`config.mk`:
```
export PLATFORM = sky130hd
export DESIGN_NAME = cfg_top
export DESIGN_NICKNAME = d
export VERILOG_FILES = /design/src/verilog/cfg_pkg.sv /design/src/verilog/cfg_serial_rx.sv /design/src/verilog/memmap_regs.sv /design/src/verilog/trng_sampler.sv /design/src/verilog/cfg_top.sv
export SDC_FILE = /design/constraint.sdc
export NUM_CORES = 1
export LEC_CHECK = 0
export ABC_AREA = 1
export ABC_CLOCK_PERIOD_IN_PS = 2000
export BUFFER_PORTS_ARGS = -buffer_cell sky130_fd_sc_hd__buf_2
export CAP_MARGIN = 5
export CORE_MARGIN = 3
export CORE_UTILIZATION = 40
export DETAILED_ROUTE_END_ITERATION = 8
export HOLD_SLACK_MARGIN = 0.12
export SLEW_MARGIN = 20
export SYNTH_ARGS = -nofsm -noshare
export SYNTH_HDL_FRONTEND = slang
export SYNTH_HIERARCHICAL = 1
export SYNTH_SLANG_ARGS = --single-unit
```
`constraint.sdc`:
```
create_clock -name clk -period 2 [get_ports clk]
set_input_delay 0.3 -clock clk [delete_from_list [all_inputs] [get_ports clk]]
set_output_delay 0.3 -clock clk [all_outputs]
set_load 0.02 [all_outputs]
```
`src/verilog/cfg_pkg.sv`:
```
`default_nettype none

package cfg_pkg;

    // Field widths of the configuration port and the register map.
    typedef logic [5:0]  cfg_addr_t;
    typedef logic [11:0] cfg_data_t;
    typedef logic [9:0]  ratio_t;
    typedef logic [1:0]  vcodiv_t;
    typedef logic [2:0]  trng_sel_t;
    typedef logic [3:0]  noise_mask_t;

    localparam int NUM_RATIO       = 3;
    localparam int NUM_TRNG        = 32;
    localparam int NUM_NOISE_GRP   = 4;
    localparam int NUM_NOISE_LINES = 8;
    localparam int TRNG_PER_GRP    = NUM_TRNG / NUM_NOISE_GRP;

    // Selects packed into one write at the packed addresses.
    localparam int SEL_PER_PACK    = 4;

    localparam int FRAME_BITS      = 18;
    localparam int RX_CNT_W        = $clog2(FRAME_BITS);

    // Register addresses.
    localparam cfg_addr_t ADDR_PLLEN        = 6'd0;
    localparam cfg_addr_t ADDR_VCODIV       = 6'd1;
    localparam cfg_addr_t ADDR_RSTBYP       = 6'd2;
    localparam cfg_addr_t ADDR_RATIO0       = 6'd3;
    localparam cfg_addr_t ADDR_TRNG_PACK0   = 6'd6;
    localparam cfg_addr_t ADDR_NOISESEL0    = 6'd14;
    localparam cfg_addr_t ADDR_TRNG_SINGLE0 = 6'd18;

    typedef enum logic {
        RX_IDLE,
        RX_SHIFT
    } rx_state_t;

endpackage

`default_nettype wire

```
`src/verilog/cfg_serial_rx.sv`:
```
`timescale 1ns/1ps
`default_nettype none

module cfg_serial_rx
    import cfg_pkg::*;
(
    input  logic      clk,
    input  logic      rst_n,
    input  logic      sen,
    input  logic      sdi,
    output logic      valid,
    output cfg_addr_t addr,
    output cfg_data_t data
);

    rx_state_t             state;
    logic [RX_CNT_W-1:0]   bit_cnt;
    logic [FRAME_BITS-1:0] shift_q;
    logic                  frame_done;

    // Frame FSM. The counter holds the number of bits already taken.
    always_ff @(posedge clk) begin
        if (!rst_n) begin
            state      <= RX_IDLE;
            bit_cnt    <= '0;
            frame_done <= 1'b0;
        end else begin
            frame_done <= 1'b0;
            case (state)
                RX_IDLE: begin
                    if (sen) begin
                        bit_cnt <= RX_CNT_W'(1);
                        state   <= RX_SHIFT;
                    end
                end
                RX_SHIFT: begin
                    if (!sen) begin
                        // Aborted frame, drop it.
                        bit_cnt <= '0;
                        state   <= RX_IDLE;
                    end else if (bit_cnt == RX_CNT_W'(FRAME_BITS - 1)) begin
                        bit_cnt    <= '0;
                        frame_done <= 1'b1;
                        state      <= RX_IDLE;
                    end else begin
                        bit_cnt <= bit_cnt + 1'b1;
                    end
                end
                default: begin
                    bit_cnt <= '0;
                    state   <= RX_IDLE;
                end
            endcase
        end
    end

    // MSB first, so the address ends up in the top bits.
    always_ff @(posedge clk) begin
        if (sen) begin
            shift_q <= {shift_q[FRAME_BITS-2:0], sdi};
        end
    end

    always_ff @(posedge clk) begin
        if (!rst_n) begin
            valid <= 1'b0;
        end else begin
            valid <= frame_done;
        end
    end

    // Capture before the next frame shifts over the register.
    always_ff @(posedge clk) begin
        if (frame_done) begin
            addr <= shift_q[FRAME_BITS-1 -: $bits(cfg_addr_t)];
            data <= shift_q[$bits(cfg_data_t)-1:0];
        end
    end

endmodule

`default_nettype wire

```
`src/verilog/memmap_regs.sv`:
```
`timescale 1ns/1ps
`default_nettype none

module memmap_regs
    import cfg_pkg::*;
(
    input  logic        clk,
    input  logic        rst_n,
    input  logic        valid,
    input  cfg_addr_t   addr,
    input  cfg_data_t   data,
    output ratio_t      reg_ratio [NUM_RATIO],
    output logic        reg_pllen,
    output vcodiv_t     reg_vcodiv,
    output trng_sel_t   reg_trngsel [NUM_TRNG],
    output noise_mask_t reg_noisesel [NUM_NOISE_GRP],
    output logic        reg_idfx_fscan_rstbypen
);

    ratio_t      next_ratio [NUM_RATIO];
    logic        next_pllen;
    vcodiv_t     next_vcodiv;
    trng_sel_t   next_trngsel [NUM_TRNG];
    noise_mask_t next_noisesel [NUM_NOISE_GRP];
    logic        next_rstbypen;

    always_ff @(posedge clk) begin
        if (!rst_n) begin
            reg_pllen               <= 1'b0;
            reg_vcodiv              <= '0;
            reg_idfx_fscan_rstbypen <= 1'b0;
            reg_ratio               <= '{default: '0};
            reg_trngsel             <= '{default: '0};
            reg_noisesel            <= '{default: '0};
        end else begin
            reg_pllen               <= next_pllen;
            reg_vcodiv              <= next_vcodiv;
            reg_idfx_fscan_rstbypen <= next_rstbypen;
            reg_ratio               <= next_ratio;
            reg_trngsel             <= next_trngsel;
            reg_noisesel            <= next_noisesel;
        end
    end

    // Every field holds unless its address is written.
    always_comb begin
        next_pllen    = reg_pllen;
        next_vcodiv   = reg_vcodiv;
        next_rstbypen = reg_idfx_fscan_rstbypen;
        next_ratio    = reg_ratio;
        next_trngsel  = reg_trngsel;
        next_noisesel = reg_noisesel;

        if (valid) begin
            case (addr)
                ADDR_PLLEN:  next_pllen    = data[0];
                ADDR_VCODIV: next_vcodiv   = data[$bits(vcodiv_t)-1:0];
                ADDR_RSTBYP: next_rstbypen = data[0];

                // Single selects, 20 and 25 both land on select 4.
                ADDR_TRNG_SINGLE0: begin
                    next_trngsel[15] = data[$bits(trng_sel_t)-1:0];
                end
                ADDR_TRNG_SINGLE0 + 6'd1: begin
                    next_trngsel[16] = data[$bits(trng_sel_t)-1:0];
                end
                ADDR_TRNG_SINGLE0 + 6'd2: begin
                    next_trngsel[4] = data[$bits(trng_sel_t)-1:0];
                end
                ADDR_TRNG_SINGLE0 + 6'd3: begin
                    next_trngsel[0] = data[$bits(trng_sel_t)-1:0];
                end
                ADDR_TRNG_SINGLE0 + 6'd4: begin
                    next_trngsel[1] = data[$bits(trng_sel_t)-1:0];
                end
                ADDR_TRNG_SINGLE0 + 6'd5: begin
                    next_trngsel[2] = data[$bits(trng_sel_t)-1:0];
                end
                ADDR_TRNG_SINGLE0 + 6'd6: begin
                    next_trngsel[3] = data[$bits(trng_sel_t)-1:0];
                end
                ADDR_TRNG_SINGLE0 + 6'd7: begin
                    next_trngsel[4] = data[$bits(trng_sel_t)-1:0];
                end
                default: begin
                end
            endcase

            for (int k = 0; k < NUM_RATIO; k++) begin
                if (addr == ADDR_RATIO0 + cfg_addr_t'(k)) begin
                    next_ratio[k] = data[$bits(ratio_t)-1:0];
                end
            end

            for (int k = 0; k < NUM_NOISE_GRP; k++) begin
                if (addr == ADDR_NOISESEL0 + cfg_addr_t'(k)) begin
                    next_noisesel[k] = data[$bits(noise_mask_t)-1:0];
                end
            end

            // Lowest select of the group sits in the top data bits.
            for (int k = 0; k < NUM_TRNG / SEL_PER_PACK; k++) begin
                if (addr == ADDR_TRNG_PACK0 + cfg_addr_t'(k)) begin
                    for (int j = 0; j < SEL_PER_PACK; j++) begin
                        next_trngsel[SEL_PER_PACK*k + j] =
                            data[$bits(cfg_data_t)-1 - $bits(trng_sel_t)*j -: $bits(trng_sel_t)];
                    end
                end
            end
        end
    end

endmodule

`default_nettype wire

```
`src/verilog/trng_sampler.sv`:
```
`timescale 1ns/1ps
`default_nettype none

module trng_sampler
    import cfg_pkg::*;
(
    input  logic                       clk,
    input  logic                       rst_n,
    input  logic [NUM_NOISE_LINES-1:0] noise_in,
    input  trng_sel_t                  reg_trngsel [NUM_TRNG],
    input  noise_mask_t                reg_noisesel [NUM_NOISE_GRP],
    output logic [NUM_TRNG-1:0]        trng_word
);

    logic [NUM_NOISE_GRP-1:0] grp_parity;
    logic [NUM_TRNG-1:0]      next_word;

    // Whitening bit per group from the masked upper noise lines.
    always_comb begin
        for (int g = 0; g < NUM_NOISE_GRP; g++) begin
            grp_parity[g] = ^(noise_in[NUM_NOISE_LINES-1 -: $bits(noise_mask_t)]
                              & reg_noisesel[g]);
        end
    end

    always_comb begin
        for (int i = 0; i < NUM_TRNG; i++) begin
            next_word[i] = noise_in[reg_trngsel[i]] ^ grp_parity[i / TRNG_PER_GRP];
        end
    end

    always_ff @(posedge clk) begin
        if (!rst_n) begin
            trng_word <= '0;
        end else begin
            trng_word <= next_word;
        end
    end

endmodule

`default_nettype wire

```
`src/verilog/cfg_top.sv`:
```
`timescale 1ns/1ps
`default_nettype none

module cfg_top
    import cfg_pkg::*;
(
    input  logic                       clk,
    input  logic                       rst_n,
    input  logic                       sen,
    input  logic                       sdi,
    input  logic [NUM_NOISE_LINES-1:0] noise_in,
    output logic                       reg_pllen,
    output vcodiv_t                    reg_vcodiv,
    output logic                       reg_idfx_fscan_rstbypen,
    output ratio_t                     reg_ratio [NUM_RATIO],
    output logic [NUM_TRNG-1:0]        trng_word
);

    logic        valid;
    cfg_addr_t   addr;
    cfg_data_t   data;
    trng_sel_t   reg_trngsel [NUM_TRNG];
    noise_mask_t reg_noisesel [NUM_NOISE_GRP];

    cfg_serial_rx u_rx (
        .clk   (clk),
        .rst_n (rst_n),
        .sen   (sen),
        .sdi   (sdi),
        .valid (valid),
        .addr  (addr),
        .data  (data)
    );

    memmap_regs u_regs (
        .clk                     (clk),
        .rst_n                   (rst_n),
        .valid                   (valid),
        .addr                    (addr),
        .data                    (data),
        .reg_ratio               (reg_ratio),
        .reg_pllen               (reg_pllen),
        .reg_vcodiv              (reg_vcodiv),
        .reg_trngsel             (reg_trngsel),
        .reg_noisesel            (reg_noisesel),
        .reg_idfx_fscan_rstbypen (reg_idfx_fscan_rstbypen)
    );

    trng_sampler u_trng (
        .clk          (clk),
        .rst_n        (rst_n),
        .noise_in     (noise_in),
        .reg_trngsel  (reg_trngsel),
        .reg_noisesel (reg_noisesel),
        .trng_word    (trng_word)
    );

endmodule

`default_nettype wire

```
==> results of run 1 <==
==> logic make-up (layout without fill, tap and decap cells) <==
logic type	after synthesis	after routing	synth area share
buffers and inverters	248	326	0.0948
other	0	1	0
adder cells (fa/ha/maj)	2	2	0.00222
flip-flops	222	222	0.426
AND/OR/NAND/NOR	1089	1089	0.403
AO/OA/AOI/OAI	165	165	0.0739
==> worst max path at each step <==
stage / from / endpoint / slack (ps) / cells past startpoint
5_1_grt: u_rx/addr[5]$_DFFE_PP_ / u_regs/reg_trngsel[25]$_SDFFE_PN0P_ / 20 / 7
6_report: u_rx/addr[5]$_DFFE_PP_ / u_regs/reg_trngsel[24]$_SDFFE_PN0P_ / 170 / 7
4_1_cts: u_rx/addr[5]$_DFFE_PP_ / u_regs/reg_trngsel[24]$_SDFFE_PN0P_ / 200 / 7
3_5_place_dp: u_rx/addr[5]$_DFFE_PP_ / u_regs/reg_trngsel[24]$_SDFFE_PN0P_ / 210 / 7
2_1_floorplan: u_rx/addr[5]$_DFFE_PP_ / u_regs/reg_trngsel[50]$_SDFFE_PN0P_ / 600 / 7
3_3_place_gp: u_rx/addr[5]$_DFFE_PP_ / u_regs/reg_trngsel[49]$_SDFFE_PN0P_ / 260 / 7
==> routing by layer <==
| layer | part of all wire | track usage |
|---|---|---|
| met5 | 0 | 0 |
| met4 | 0.025 | 0.0714 |
| met3 | 0.067 | 0.0304 |
| met2 | 0.46 | 0.350 |
| met1 | 0.45 | 0.276 |
==> cell type report <==
class / instances / area (µm²) / share of cell area
antenna: 1 / 2.50 / 0.000193
clock buffer: 27 / 654 / 0.0505
clock inverter: 21 / 219 / 0.0169
inverter: 167 / 627 / 0.0484
multi-input combinational: 1256 / 5410 / 0.417
sequential: 222 / 4800 / 0.371
tap: 372 / 465 / 0.0359
timing repair buffer: 111 / 771 / 0.0595
==> power groups by stage <==
stage,Sequential (mW),Clock (mW),Combinational [mW]
after floorplan,4.76,0,0.297
after global placement,4.72,0,0.528
after detailed placement,4.72,0,0.534
after CTS,4.62,4.95,0.537
after global routing,4.63,5.14,0.598
final,4.62,4.83,0.536
==> state kept, by name, summed over array words and instances, names as in the netlist <==
signal                          cells
u_regs/reg_trngsel                 96
u_regs/reg_idfx_fscan_rstbypen      1
u_regs/reg_ratio                   30
u_regs/reg_vcodiv                   2
u_rx/bit_cnt                        5
u_regs/reg_noisesel                16
u_regs/reg_pllen                    1
u_rx/state                          1
u_rx/shift_q                       18
u_rx/valid                          1
u_rx/addr                           6
u_rx/data                          12
u_trng/trng_word                   32
u_rx/frame_done                     1
==> cells in the final DEF, fill, tap and decap left out <==
cell type / n
nand2_1: 554
nand3_1: 254
nor2_1: 244
dfxtp_1: 186
inv_1: 152
o21ai_0: 90
buf_2: 76
a21oi_1: 71
edfxtp_1: 36
clkbuf_16: 26
buf_4: 24
clkinv_1: 12
buf_12: 10
nor2_2: 10
clkinv_2: 8
inv_2: 8
nand2_2: 8
nand3b_1: 6
bufinv_16: 4
nand2_4: 4
clkinvlp_4: 2
nor2_4: 2
o21ai_1: 2
nor3_1: 2
a21oi_2: 2
nand4_1: 2
ha_1: 2
diode_2: 1
clkinv_8: 1
clkbuf_1: 1
clkinv_4: 1
dlygate4sd3_1: 1
nand3_4: 1
nand3_2: 1
and2_1: 1
==> metrics by stage <==
stage               area, µm²  utilization  setup slack, ps  power, mW  cells
floorplan               11300            -              603       5.06   1726
global placement        12100        0.441              258       5.25   2127
detailed placement      12100        0.441              209       5.25   2127
CTS                     12900        0.474              204       10.1   2176
global route            12900        0.474             23.3       10.4   2176
finish                  12900        0.474              173       9.99   2177
==> worst max-delay path: stages, from the launching register on <==
cell	delay, ps
edfxtp_1	400
inv_1	150
nand3_4	160
nor2_2	300
nand2_1	310
inv_2	270
nor2_1	60
nor2_1	100
==> what timing repair did <==
item,4_1_cts,5_1_grt
resized for setup,0,0
endpoints found under the hold margin,1,0
endpoints found under the setup margin,0,0
hold buffers,1,0
==> results.ini, run 1 <==
[critical_path]
setup.worst_path.class=reg2reg
worst_r2r_startpoint=u_rx/addr[5]$_DFFE_PP_
arrival_time_at_the_worst_endpoint_ps=2300
r2r.worst_path.cells=7
worstPathRequired_ps=2470
critical_path.reg2reg.endpoint=u_regs/reg_trngsel[24]$_SDFFE_PN0P_
cp-end-kind=flop
cp-start-kind=flop
worst-path-max-fanout=13
r2r_setup_slack_ps=170

[global_route]
grt_first_pass_wirelength_um=52400
grt.overflow.total=0
grt_antenna_before_repair=0
global_route.usage.total=0.209
number_of_global_route_vias_before_repair=10300
grt_max_degree=63

[power_and_ir_drop]
p_switching_mw=2.33
ir_drop_mv=0.570
sequentialPowerShare=0.463
power_switching_share=0.233
combinationalPowerShare=0.054
internal_power_mw=7.66
clockPowerShare=0.484
pd_cells_nw_per_um2=771
cellLeakagePower_nw=5.73

[floorplan]
die_height_um=174
fp.dieArea_um2=30300
fp.dieW_um=174
area_of_the_placeable_core_um2=27300
floorplan.io_pins=78
placement_rows=60
starting_density_of_the_core=0.413

[drt]
drt_iter0_markers=922
num_vias=10900
remaining_drc_errors=0
firstDrtPassIters=6
totalWireLength_um=32500
routed_via_density=5.02
detail_route.wl_per_cell_um=14.9
ant_nets=0

[clock_tree]
clk_transition_reported_paths_ps=60
clock_tree.htree_level_count=1
cts_inserted_buffers=26
clk_root_buffer_cell=clkbuf_16
clock_tree.buffer_depth=3
clock_sinks=222
cts_post_setup_buffers_inserted=0
latest_clock_arrival_within_the_worst_skew_pair_ps=530
cts_tree=done

[sta]
rsz0062_at_grt=false
timing_hold_violations_final=0
worst_pin_slew_ps=807
post-route-min-period_ps=1830
min_period_over_period=0.914
slew_violations=0
layout_skew_ps=17.1
maxSlewHeadroom=0.462
maxClockFrequency_mhz=547
report.final.setup_viol=0
fin_setup_tns_ps=0
finalHoldWorstSlack_ps=174

[synthesis]
yosys.area.top_type_share=0.330
synth_area_leaders=dfxtp_1 33%, nand2_1 18%, nand3_1 11%
post_synth.cell_area_avg_um2=6.54
postSynthRegisterBits=222
ys.flop_type=dfxtp_1
synth.distinct_cells=28
synth.yosys.seq_area_share=0.426
ys.warnings.count=6
yosysMostFrequentCell=nand2_1
syn-cell-area_um2=11300
synth_edf_count=36
synth_async_sr_flop_share=0
synth_commonest_cells=554 x nand2_1, 254 x nand3_1, 244 x nor2_1
syn_nets=1740
netlist.top_cell.by_area=dfxtp_1
synthesized_instance_count=1726

[placed_design]
routabilityCongestion=0.831
buffer_ports.inserted=77
post-dp-hpwl_um=20700

[flow_run]
cap_viol_max_count=0

[finish]
drive_above_1_share=0.104
fillerInstances=2820
final_nets=1798
synth_to_layout_area_growth_pct=14.8

[outcome]
run_status=completed

[worst_hold_path]
hold-path-endpoint=u_rx/valid$_SDFF_PN0_
hold_path_depth=3
min-delay-path-class=in2reg
min_from=rst_n

No activity file was read; power rests on OpenSTA's default activity.
==> run 2: changes to the inputs <==
PLACE_DENSITY = 0.61   (was default)
==> run 2 against run 1 <==
Net effect:
- global-route usage grew 0.33 points
- design area shrank 0.49%
- critical path depth shrank 1
- clock-buffer cell count is the same
- fmax grew 5.9%
- via count grew 1.4%
- register-to-register slack gained 100 ps
- sequential share of layout area grew 0.18 points
- power shrank 4.3%
- final cell count grew 0.37%
- routed wire length grew 0.27%
- first-iteration DRC count grew 1.6%
- highest routed layer unchanged
==> results.ini, run 2 (same netlist as run 1, synthesis figures left out) <==
[floorplan]
placement_rows=60
area_of_the_placeable_core_um2=27300
floorplan.io_pins=78
fp.dieArea_um2=30300
die_height_um=174
starting_density_of_the_core=0.413
fp.dieW_um=174

[finish]
final_design_area_no_fill_um2=12900
seqCellArea_um2=4800
registers.top_by_ff_count=u_regs/reg_trngsel
final_nets=1808
antenna_cells=0
most_common_cell_after_layout_fill_and_taps_aside=nand2_1
layout.cells.most_common_list=554 x nand2_1, 254 x nand3_1, 244 x nor2_1
layout_top_registers=u_regs/reg_trngsel: 96 flops, u_trng/trng_word: 32 flops, u_regs/reg_ratio: 30 flops
drive_above_1_share=0.107
fillerInstances=2778
largest_register_ffs=96
multi_input_area_um2=5410
final-instance-count-excl-fill=2185
synth_to_layout_area_growth_pct=14.2

[power_and_ir_drop]
design_power_total_mw=9.56
cellLeakagePower_nw=5.72
pd_cells_nw_per_um2=742
ir_drop_mv=0.621

[drt]
num_vias=11100
remaining_drc_errors=0
totalWireLength_um=32600
drt_iter0_markers=937
detail_route.wl_per_cell_um=14.9
routed_via_density=5.07
ant_nets=0
firstDrtPassIters=7

[sta]
min_period_over_period=0.863
layout_skew_ps=20.0
maxClockFrequency_mhz=579
timing_hold_violations_final=0
fin_setup_tns_ps=0
maxSlewHeadroom=0.504
post-route-min-period_ps=1730
finalHoldWorstSlack_ps=325
rsz0062_at_grt=false
worst_pin_slew_ps=743
report.final.setup_viol=0
slew_violations=0

[critical_path]
worstPathRequired_ps=2410
setup.worst_path.class=reg2reg
arrival_time_at_the_worst_endpoint_ps=2140
worst-path-max-fanout=11
cp-end-kind=flop
cp-start-kind=flop

[global_route]
number_of_global_route_vias_before_repair=10100
grt.overflow.total=0
grt_max_degree=54
grt_antenna_before_repair=0
grt_first_pass_wirelength_um=53100
global_route.usage.total=0.212

[clock_tree]
clock_sinks=222
cts_inserted_buffers=25
clock_tree.htree_level_count=1
cts_tree=done
latest_clock_arrival_within_the_worst_skew_pair_ps=530
clock_tree.buffer_depth=3
cts_resized=0
clk_transition_reported_paths_ps=70
clk_root_buffer_cell=clkbuf_16

[flow_run]
cap_viol_max_count=0

[outcome]
run_status=completed

[placed_design]
placed_area_um2=12100
buffer_ports.inserted=77
routabilityCongestion=0.832
dp.cells=2137
post-dp-hpwl_um=21200

[worst_hold_path]
min-delay-path-class=in2reg

run 2: what timing repair did:
| item | 4_1_cts | 5_1_grt |
|---|---|---|
| hold buffers | 2 | 0 |
| hold endpoints to repair | 4 | 0 |
| setup buffers | 0 | 0 |
run 2: final timing paths:
kind	cells past startpoint	to	from	slack [ps]
max	6	u_regs/reg_ratio[4]$_SDFFE_PN0P_	u_rx/addr[2]$_DFFE_PP_	270
min	3	u_regs/reg_noisesel[13]$_SDFFE_PN0P_	rst_n	330
max reg2reg	6	u_regs/reg_ratio[4]$_SDFFE_PN0P_	u_rx/addr[2]$_DFFE_PP_	270
min reg2reg	0	u_rx/addr[5]$_DFFE_PP_	u_rx/shift_q[17]$_DFFE_PP_	420
run 2: area by class of cell:
class	count	share of cell area
inverter	167	0.0486
clock buffer	27	0.0491
tap	372	0.0361
timing repair buffer	122	0.0625
sequential	222	0.373
multi-input combinational	1256	0.420
clock inverter	19	0.0112
run 2: critical path, stage by stage, from the launching register on:
cell	delay (ps)
edfxtp_1	470
nand2_1	200
nor2_1	100
nand2_1	270
clkinv_1	330
nor2_1	170
nor2_1	60
run 2: where the power goes:
part	switching, mW	internal [mW]
sequential	0.0206	4.60
clock	1.87	2.54
combinational	0.373	0.161
total	2.26	7.30
run 2: routing by layer:
layer	wire length, µm	vias to the layer above	global-route usage
li1	-	5591	-
met1	14600	5047	0.286
met2	14900	366	0.353
met3	2150	79	0.0291
met4	932	0	0.0674
met5	0	-	0
run 2: per-stage QoR:
| step | worst slack [ps] | util |
|---|---|---|
| after floorplan | 603 | - |
| after CTS | 282 | 0.472 |
| after detailed placement | 288 | 0.442 |
| final | 274 | 0.472 |
| after global routing | 48.1 | 0.472 |
| after global placement | 317 | 0.442 |
